`src/hw/soc_params.svh`:
```
// --------------------
// System parameters: memory map, bus widths, SRAM depth,
// debug hold-off length and boot ROM image.
// Include wherever one of these values is needed.
// --------------------
`ifndef SOC_PARAMS_SVH
`define SOC_PARAMS_SVH

// Bus widths
`define SOC_ADDR_W 32
`define SOC_DATA_W 64
`define SOC_BE_W   8

// Memory map
`define SOC_ROM_BASE   32'h0001_0000
`define SOC_ROM_LEN    32'h0000_0040
`define SOC_CLINT_BASE 32'h0200_0000
`define SOC_CLINT_LEN  32'h0000_C000
`define SOC_SRAM_BASE  32'h8000_0000
`define SOC_SRAM_WORDS 1024
`define SOC_SRAM_LEN   (`SOC_SRAM_WORDS * 8)

// CLINT register offsets
`define SOC_CLINT_MSIP     32'h0000_0000
`define SOC_CLINT_MTIMECMP 32'h0000_4000
`define SOC_CLINT_MTIME    32'h0000_BFF8

// Cycles after power-on reset with debug requests masked
`define SOC_DBG_HOLDOFF 500

`define SOC_BOOT_IMAGE '{64'h0000_0297_0202_8293, 64'h0102_8067_0000_0013, \
  64'h3020_0073_0000_0013, 64'h0010_0513_0000_0593, 64'h1050_0073_ffdf_f06f, \
  64'hdead_beef_0bad_cafe, 64'h0123_4567_89ab_cdef, 64'hfedc_ba98_7654_3210}

`endif

```
`src/hw/soc_debug_gate.sv`:
```
// --------------------
// Debug request hold-off. Masks debug requests for a fixed
// number of cycles after power-on reset so boot code can
// run first.
// --------------------
`timescale 1ns/1ps
`default_nettype none

`include "soc_params.svh"

module soc_debug_gate (
  input  logic clk_i,
  input  logic rst_ni,
  input  logic debug_req_i,
  output logic debug_req_o
);

  localparam int unsigned cnt_w = $clog2(`SOC_DBG_HOLDOFF + 1);

  logic [cnt_w-1:0] cnt_q;
  logic             hold;

  assign hold = cnt_q != '0;

  always_ff @(posedge clk_i or negedge rst_ni) begin
    if (!rst_ni) begin
      cnt_q <= cnt_w'(`SOC_DBG_HOLDOFF);
    end else if (hold) begin
      cnt_q <= cnt_q - 1'b1;
    end
  end

  assign debug_req_o = hold ? 1'b0 : debug_req_i;

endmodule

`default_nettype wire

```
`config.mk`:
```
export PLATFORM = sky130hd
export DESIGN_NAME = soc_debug_gate
export DESIGN_NICKNAME = d
export VERILOG_FILES = /design/src/hw/soc_debug_gate.sv
export VERILOG_INCLUDE_DIRS = /design/src /design/src/hw
export SDC_FILE = /design/constraint.sdc
export NUM_CORES = 1
export LEC_CHECK = 0
export BUFFER_PORTS_ARGS = -buffer_cell sky130_fd_sc_hd__buf_2
export CORE_AREA = 3 3 40 42
export CTS_BUF_LIST = sky130_fd_sc_hd__clkbuf_4
export CTS_CLUSTER_SIZE = 28
export DETAILED_ROUTE_END_ITERATION = 16
export DIE_AREA = 0 0 43 45
export SYNTH_ARGS = -nofsm -noshare
export SYNTH_HDL_FRONTEND = slang
export SYNTH_SLANG_ARGS = --single-unit
```
`constraint.sdc`:
```
create_clock -name clk_i -period 3.8 [get_ports clk_i]
set_clock_uncertainty 0.1 [all_clocks]
set_input_delay 0.38 -clock clk_i [delete_from_list [all_inputs] [get_ports clk_i]]
set_output_delay 0.38 -clock clk_i [all_outputs]
set_load 0.01 [all_outputs]
```
==> results_dict.tcl, run 1 <==
set metrics [dict create \
    status "finished, final reports clean" \
    syn_area_um2 444.2 \
    antenna_found_initial 0 \
    setup_slack_ns 1.405 \
    start_util 0.3457 \
    globalRouteTotalUtil 0.09436 \
    drc_errors 0 \
    endpoint_kind "primary output" \
    synth_cell_type_count 20 \
    synthCells 39 \
    netlist_top_cells_count "6 x dfstp_2, 6 x o21ai_0, 3 x dfrtp_1" \
    die_w_um 43 \
    first_iter_violations 5 \
    rows 13 \
    clockBufferDepth 2 \
    required_ns 3.32 \
    die_h_um 45 \
    place_congestion 0.6594 \
    irDropWorstVdd_mv 0.1986 \
    seq_area_frac_synth 0.5239 \
    cts_resized 0 \
    synth_edf_count 0 \
    drive_gt1_frac 0.4255 \
    cts_buffers 3 \
    grt_max_degree 10 \
    num_vias 305 \
    p_leak_nw 0.2388 \
    synth_nets 43 \
    clock-root-buffer "clkbuf_4" \
    regToRegSetupSlack_ns 2.05 \
    fin_nets 52 \
    timing.rr.start "cnt_q[3]" \
    reg_top3 "cnt_q x9" \
    yosys_warnings 0 \
    period_needed_ns 2.395 \
    die-area_mm2 0.001935 \
    area_growth_pct 16.62 \
    synth_top_area_frac 0.3549 \
    cp_max_fo 5 \
    power_density_mw_per_mm2 349.1 \
    slew_headroom 0.7717 \
    first_pass_iters 3 \
    synth_area_leaders "dfstp_2 35%, dfrtp_1 17%, o21ai_0 6.8%, nor4_4 4.8%, o31ai_1 3.4%" \
    worst_setup_path_start_kind "flop" \
    vias_per_cell 4.919 \
    worstRegToRegCells 3 \
    gr-total-overflow 0 \
    totalNegativeSetupSlack_ns 0 \
    io_pins 4 \
    grt_pass1_vias 261 \
    dp_hpwl_um 514.4 \
    grt_pass1_wl_mm 1.221 \
    finalMaxSlewViolations 0 \
    cts.clk_slew.worst_paths_ns 0.05 \
    fin_crit_sh 0.6302 \
    cts_tree "built" \
    fmaxAchievable_mhz 417.6 \
    postRouteAntennaNets 0 \
    wl_um 718 \
    slowest_stage "or4_4" \
    routedWlPerCell_um 11.58 \
    crit_arrival_ns 1.91 \
    async_reset_ff_frac 1.000 \
    endpoint "debug_req_o" \
    ys_ff_latch 9 \
    multi_input_area_um2 203.9 \
    io_buffers 3 \
    max_slew.worst_pin.slew_ns 0.3400 \
    syn_area_per_cell_um2 11.39 \
    post_cts_buffers 0 \
    core-area_mm2 0.001285 \
    worst_skew_pair.late_latency_ns 0.26 \
    yosysTopAreaCell "dfstp_2" \
    worstPathCellList "or4_4 -> nor4_4 -> and2_2 -> buf_2" \
    min_path_type "flop to flop" \
    top_register "cnt_q" \
    reg2reg_to "cnt_q[3]" \
    utilization 0.4031 \
    hold_violations 0 \
    synth_ff_type "dfstp_2" \
    post-place-ws_ns 1.663 \
    rsz0062_at_grt "no" \
    criticalPathCategory "flop to primary output" \
    antenna_cells 0 \
    cts.sink_count 9 \
    setup_viol 0 \
    largest_reg_flops 9 \
    regArea_um2 232.7 \
    fillCellCount 128 \
    maxCapViolations 0 \
    slowest_delay_ns 0.59 \
    startpoint "cnt_q[3]" \
    cts_hold_buffers 1 \
    cts_max_level 1 \
]
-- worst min path at each step --
stage / start / end / slack, ns / cells past startpoint
6_report: cnt_q[0] / cnt_q[0] / 0.39 / 1
5_1_grt: rst_ni / cnt_q[1] / 0.42 / 2
4_1_cts: rst_ni / cnt_q[0] / 0.40 / 2
3_5_place_dp: rst_ni / cnt_q[0] / 0.14 / 1
3_3_place_gp: rst_ni / cnt_q[3] / 0.14 / 1
2_1_floorplan: rst_ni / cnt_q[0] / -0.02 / 0
-- where the power goes --
group          internal (mW)  leakage, nW  switching, mW  total [mW]
clock network         0.0475       0.0184         0.0325      0.0800
logic                0.00212        0.117        0.00255     0.00467
registers             0.0962        0.104              0      0.0962
-- logic make-up (layout without fill, tap and decap cells) --
family,count (synthesis),after routing,synth area share
simple gates,14,14,0.2225
compound gates,10,10,0.1408
flops,9,9,0.5239
buf+inv,2,10,0.01691
fa+ha+maj,1,1,0.02816
mux,2,2,0.04789
xor+xnor,1,1,0.01972
-- routing by layer --
layer / wire length [µm] / track usage / vias to the layer above
met5: 0 / 0 / -
met4: 12 / 0.03614 / 0
met2: 320 / 0.1228 / 5
li1: - / - / 156
met3: 45 / 0.07171 / 4
met1: 339 / 0.1172 / 140
-- cell type report --
class                      count  share of cell area
multi-input combinational     28              0.3937
tap                           15             0.03623
sequential                     9              0.4493
clock buffer                   4             0.05797
inverter                       2             0.01449
timing repair buffer           4             0.04831
-- critical path, delay by kind of cell (launching register included) --
kind          cells  cell delay [ns]
buf+inv           1             0.12
flops             1             0.41
simple gates      3             1.14
-- cells in the final DEF (no fill, tap or decap), types with 2 or more instances in the layout --
master / n
nand2b_1: 2
clkbuf_4: 4
inv_1: 2
o21ai_0: 6
or2_2: 2
or3_1: 2
buf_2: 3
o31ai_1: 2
nor2_1: 2
nor3_1: 2
dfrtp_1: 3
dfstp_2: 6
-- per-stage QoR --
stage,power (mW),cell area (µm²),std cells,hold slack (ns)
finish,0.1809,518.0,62,0.3902
global route,0.1943,518.0,62,0.4167
CTS,0.1858,518.0,62,0.3960
detailed placement,0.1018,478.0,57,0.1424
global placement,0.1017,478.0,57,0.1426
floorplan,0.09850,444.2,39,-0.01559
Note: power is estimated with default switching activity, not from simulation.
==> inputs of run 2 (changes only) <==
ABC_AREA = 1   (was not set)
clock period = 2.2 ns   (was 3.8 ns; I/O delays follow)
==> results_dict.tcl, run 2 <==
set metrics [dict create \
    totalNegativeSetupSlack_ns 0 \
    p_comb_frac 0.026 \
    dr.max_layer_used "met4" \
    synth.most_common_cell "nand2_1" \
    largest_reg_flops 9 \
    drive_gt1_frac 0.2632 \
    cts_hold_buffers 1 \
    synth_cell_type_count 19 \
    worstRegToRegCells 7 \
    cts.sink_count 9 \
    drc_errors 0 \
    die_w_um 43 \
    seq_area_frac_synth 0.4581 \
    place_congestion 0.7135 \
    synth_top_area_frac 0.3103 \
    cts_tree "built" \
    min_path_type "input pin to async pin" \
    clock-root-buffer "clkbuf_4" \
    antenna_cells 0 \
    area_growth_pct 14.53 \
    wl_met3_um 19 \
    synth_ff_type "dfstp_2" \
    max_slew.worst_pin.slew_ns 0.2066 \
    globalRouteTotalUtil 0.1062 \
    hold_violations 0 \
    instances_no_fill 91 \
    io_pins 4 \
    worst_setup_path_start_kind "flop" \
    setup_viol 0 \
    rsz0062_at_grt "no" \
    cp_max_fo 10 \
    fin_nets 81 \
    synth_nets 72 \
    start_util 0.3953 \
    finalMaxSlewViolations 0 \
    dp_cells 86 \
    switching_share 0.1843 \
    fin_crit_sh 0.8674 \
    finalPower_mw 0.3082 \
    holdWs_ns 0.2488 \
    mostFrequentLayoutCell "nand2_1" \
    internal-power_mw 0.2514 \
    utilization 0.4528 \
    yosys_warnings 0 \
    required_ns 1.88 \
    wl_um 803 \
    synthCells 68 \
    p_leak_nw 0.3258 \
    cts_max_level 1 \
    ys_ff_latch 9 \
    dp_hpwl_um 654.7 \
    grt_max_degree 11 \
    die_h_um 45 \
    io_buffers 3 \
    clkPwrFrac 0.435 \
    yosysTopAreaCell "dfstp_2" \
    crit_arrival_ns 1.59 \
    async_reset_ff_frac 1.000 \
    vias_per_cell 4.473 \
    first_pass_iters 4 \
    postRouteAntennaNets 0 \
    core-area_mm2 0.001285 \
    syn_area_um2 508.0 \
    num_vias 407 \
    slew_headroom 0.8617 \
    criticalPathCategory "flop to primary output" \
    cts.clk_slew.worst_paths_ns 0.06 \
    syn_area_per_cell_um2 7.470 \
    reg_top3 "cnt_q x9" \
    regToRegSetupSlack_ns 0.73 \
    fmaxAchievable_mhz 524.0 \
    worst_skew_pair.late_latency_ns 0.25 \
    placed_cell_area_um2 541.8 \
    post_cts_buffers 0 \
    power.switching_mw 0.05681 \
    cts_resized 0 \
    clockBufferDepth 2 \
    cts_buffers 3 \
    timing.rr.start "cnt_q[0]" \
    layout_common_cells "18 x nand2_1, 15 x inv_1, 9 x nor2_1" \
    setup_slack_ns 0.2917 \
    maxCapViolations 0 \
    first_iter_violations 6 \
    final_area_um2 581.8 \
    netlist_top_cells_count "18 x nand2_1, 15 x inv_1, 9 x nor2_1" \
    die-area_mm2 0.001935 \
    seq_power_share 0.539 \
    power_density_mw_per_mm2 529.7 \
    antenna_found_initial 0 \
    post-place-ws_ns 0.5581 \
    endpoint_kind "primary output" \
    wl_met1_um 370 \
    routedWlPerCell_um 8.824 \
    status "finished, final reports clean" \
    synth_edf_count 0 \
    grt_pass1_wl_mm 1.538 \
    gr-total-overflow 0 \
    period_needed_ns 1.908 \
    reg2reg_to "cnt_q[1]" \
    top_register "cnt_q" \
    grt_pass1_vias 369 \
    irDropWorstVdd_mv 0.2885 \
    dr_wl_met2_um 401 \
    synth_area_leaders "dfstp_2 31%, dfrtp_1 15%, nand2_1 13%, inv_1 11%, nor2_1 6.7%" \
    rows 13 \
]
## run 2: worst max-delay path: stages, from the launching register on
cell	delay, ns
dfrtp_1	0.39
inv_1	0.10
ha_1	0.26
nand2_2	0.11
nor2_4	0.15
nand2_4	0.11
nor2_1	0.09
buf_2	0.13
## run 2: layout make-up
class	instances	area [µm²]
Sequential cell	9	232.7
Inverter	16	61.31
Timing Repair Buffer	4	25.02
Fill cell	134	703.2
Multi-Input combinational cell	43	214.0
Tap cell	15	18.77
Clock buffer	4	30.03
## run 2: worst max-delay path by stage
stage | from | endpoint | slack (ns) | cells after the start
finish | cnt_q[0] | debug_req_o | 0.29 | 7
global route | cnt_q[0] | debug_req_o | 0.15 | 7
CTS | cnt_q[0] | debug_req_o | 0.27 | 7
detailed placement | cnt_q[0] | debug_req_o | 0.56 | 7
global placement | cnt_q[0] | debug_req_o | 0.57 | 7
floorplan | cnt_q[1] | debug_req_o | 0.72 | 6
## run 2: per-layer routing
| layer | GRT usage | vias up |
|---|---|---|
| met5 | 0 | - |
| met4 | 0.05422 | 0 |
| met3 | 0.01195 | 2 |
| met2 | 0.1796 | 3 |
| met1 | 0.1350 | 187 |
| li1 | - | 215 |
## run 2: logic make-up after synthesis
group | Yosys count | synth area share
buffers and inverters | 16 | 0.1207
adders and majority gates | 1 | 0.02463
and+or+nand+nor | 37 | 0.3325
DFF | 9 | 0.4581
AOI/OAI and AO/OA | 4 | 0.04677
xor gates and xnor gates | 1 | 0.01724
## run 2: power by group through the flow
stage	sequential, mW	combinational (mW)	clock (mW)
CTS	0.166	0.00832	0.141
floorplan	0.169	0.00132	0
detailed placement	0.169	0.00693	0
global placement	0.169	0.00690	0
finish	0.166	0.00804	0.134
global route	0.166	0.00919	0.146
==> inputs of run 3 (changes only) <==
CORE_AREA = 2 2 39 41   (was 3 3 40 42)
DIE_AREA = 0 0 41 43   (was 0 0 43 45)
clock period = 2 ns   (was 2.2 ns; I/O delays follow)
==> results_dict.tcl, run 3 (synthesized netlist as in run 2, its figures left out) <==
set metrics [dict create \
    status "finished, final reports clean" \
    area_growth_pct 14.78 \
    fmaxAchievable_mhz 532.4 \
    setup_viol 0 \
    cts_tree "built" \
    post_cts_buffers 0 \
    rows 14 \
    period_needed_ns 1.878 \
    cts_resized 0 \
    routedWlPerCell_um 9.783 \
    finalMaxSlewViolations 0 \
    grt_pass1_wl_mm 1.518 \
    min_path_type "input pin to async pin" \
    rsz0062_at_grt "no" \
    die-area_mm2 0.001763 \
    power.switching_mw 0.07493 \
    irDropWorstVdd_mv 0.2998 \
    fin_crit_sh 0.9392 \
    die_h_um 43 \
    first_iter_violations 14 \
    num_vias 411 \
    drc_errors 0 \
    max_slew.worst_pin.slew_ns 0.2033 \
    cts_hold_buffers 1 \
    power_density_mw_per_mm2 604.1 \
    mostFrequentLayoutCell "nand2_1" \
    criticalPathCategory "flop to primary output" \
    fillCellCount 141 \
    slew_headroom 0.8640 \
    grt_max_degree 11 \
    cts.sink_count 9 \
    switching_share 0.2127 \
    core-area_mm2 0.001384 \
    clockBufferDepth 2 \
    cts_max_level 1 \
    clock-root-buffer "clkbuf_4" \
    worst_skew_pair.late_latency_ns 0.27 \
    top_register "cnt_q" \
    grt_pass1_vias 363 \
    globalRouteTotalUtil 0.1389 \
    internal-power_mw 0.2773 \
    antenna_cells 0 \
    crit_arrival_ns 1.58 \
    wl_um 900 \
    die_w_um 41 \
    postRouteAntennaNets 0 \
    vias_per_cell 4.467 \
    largest_reg_flops 9 \
    clkPwrFrac 0.456 \
    seq_power_share 0.519 \
    gr-total-overflow 0 \
    cts.clk_slew.worst_paths_ns 0.06 \
    start_util 0.3671 \
    io_pins 4 \
    place_congestion 0.7776 \
    dp_hpwl_um 673.9 \
    endpoint_kind "primary output" \
    hold_violations 0 \
    cp_max_fo 10 \
    reg_top3 "cnt_q x9" \
    cts_buffers 3 \
    fin_nets 81 \
    drive_gt1_frac 0.2632 \
    first_pass_iters 4 \
    worst_setup_path_start_kind "flop" \
    maxCapViolations 0 \
    p_leak_nw 0.3258 \
    antenna_found_initial 0 \
    utilization 0.4213 \
    totalNegativeSetupSlack_ns 0 \
    io_buffers 3 \
    layout_common_cells "18 x nand2_1, 15 x inv_1, 9 x nor2_1" \
    p_comb_frac 0.025 \
    required_ns 1.70 \
]
[run 3: cell counts in the layout (fill, tap and decap cells not counted)]
No cell type changed its count.
[run 3: path summary, 6_finish.rpt]
| check | startpoint | end | slack [ns] | cells past startpoint |
|---|---|---|---|---|
| min in group clk_i | cnt_q[7] | cnt_q[7] | 0.40 | 2 |
| hold / removal | rst_ni | cnt_q[1] | 0.20 | 2 |
| max in group asynchronous | rst_ni | cnt_q[7] | 1.35 | 2 |
| setup / recovery | cnt_q[0] | debug_req_o | 0.12 | 7 |
| hold reg to reg | cnt_q[7] | cnt_q[7] | 0.40 | 2 |
| setup reg to reg | cnt_q[0] | cnt_q[3] | 0.57 | 7 |
[run 3: through the flow]
step	setup slack (ns)	power (mW)	area, µm²	std cells	hold WS [ns]
after floorplan	0.5354	0.1870	508.0	68	-0.1956
after global placement	0.4252	0.1934	543.0	87	-0.03432
after detailed placement	0.4173	0.1933	543.0	87	-0.03847
after CTS	0.1134	0.3586	583.1	92	0.2074
after global routing	0.001950	0.3716	583.1	92	0.2274
final	0.1216	0.3522	583.1	92	0.2024
[run 3: critical path: stages (launching register included)]
cell and delay [ns]:
dfrtp_1 0.40, inv_1 0.10, ha_1 0.24, nand2_2 0.11, nor2_4 0.14, nand2_4 0.10, nor2_1 0.09, buf_2 0.13
[run 3: final cells by class]
class | instances | area, µm² | area share
clock buffer | 4 | 30.03 | 0.05150
multi-input combinational | 43 | 214.0 | 0.3670
timing repair buffer | 4 | 25.02 | 0.04292
tap | 16 | 20.02 | 0.03433
inverter | 16 | 61.31 | 0.1052
sequential | 9 | 232.7 | 0.3991
[run 3: metal layers]
layer	part of all wire	track usage	vias up
met3	0.039	0.04712	5
met5	0	0	-
met4	0.046	0.1200	0
li1	-	-	218
met1	0.49	0.1827	181
met2	0.43	0.1719	7
[run 3: power groups by stage]
stage               Clock, mW  Combinational (mW)  Sequential [mW]
detailed placement          0             0.00770            0.186
global route            0.179              0.0103            0.182
global placement            0             0.00784            0.186
floorplan                   0             0.00145            0.186
CTS                     0.167             0.00924            0.183
finish                  0.161             0.00878            0.183
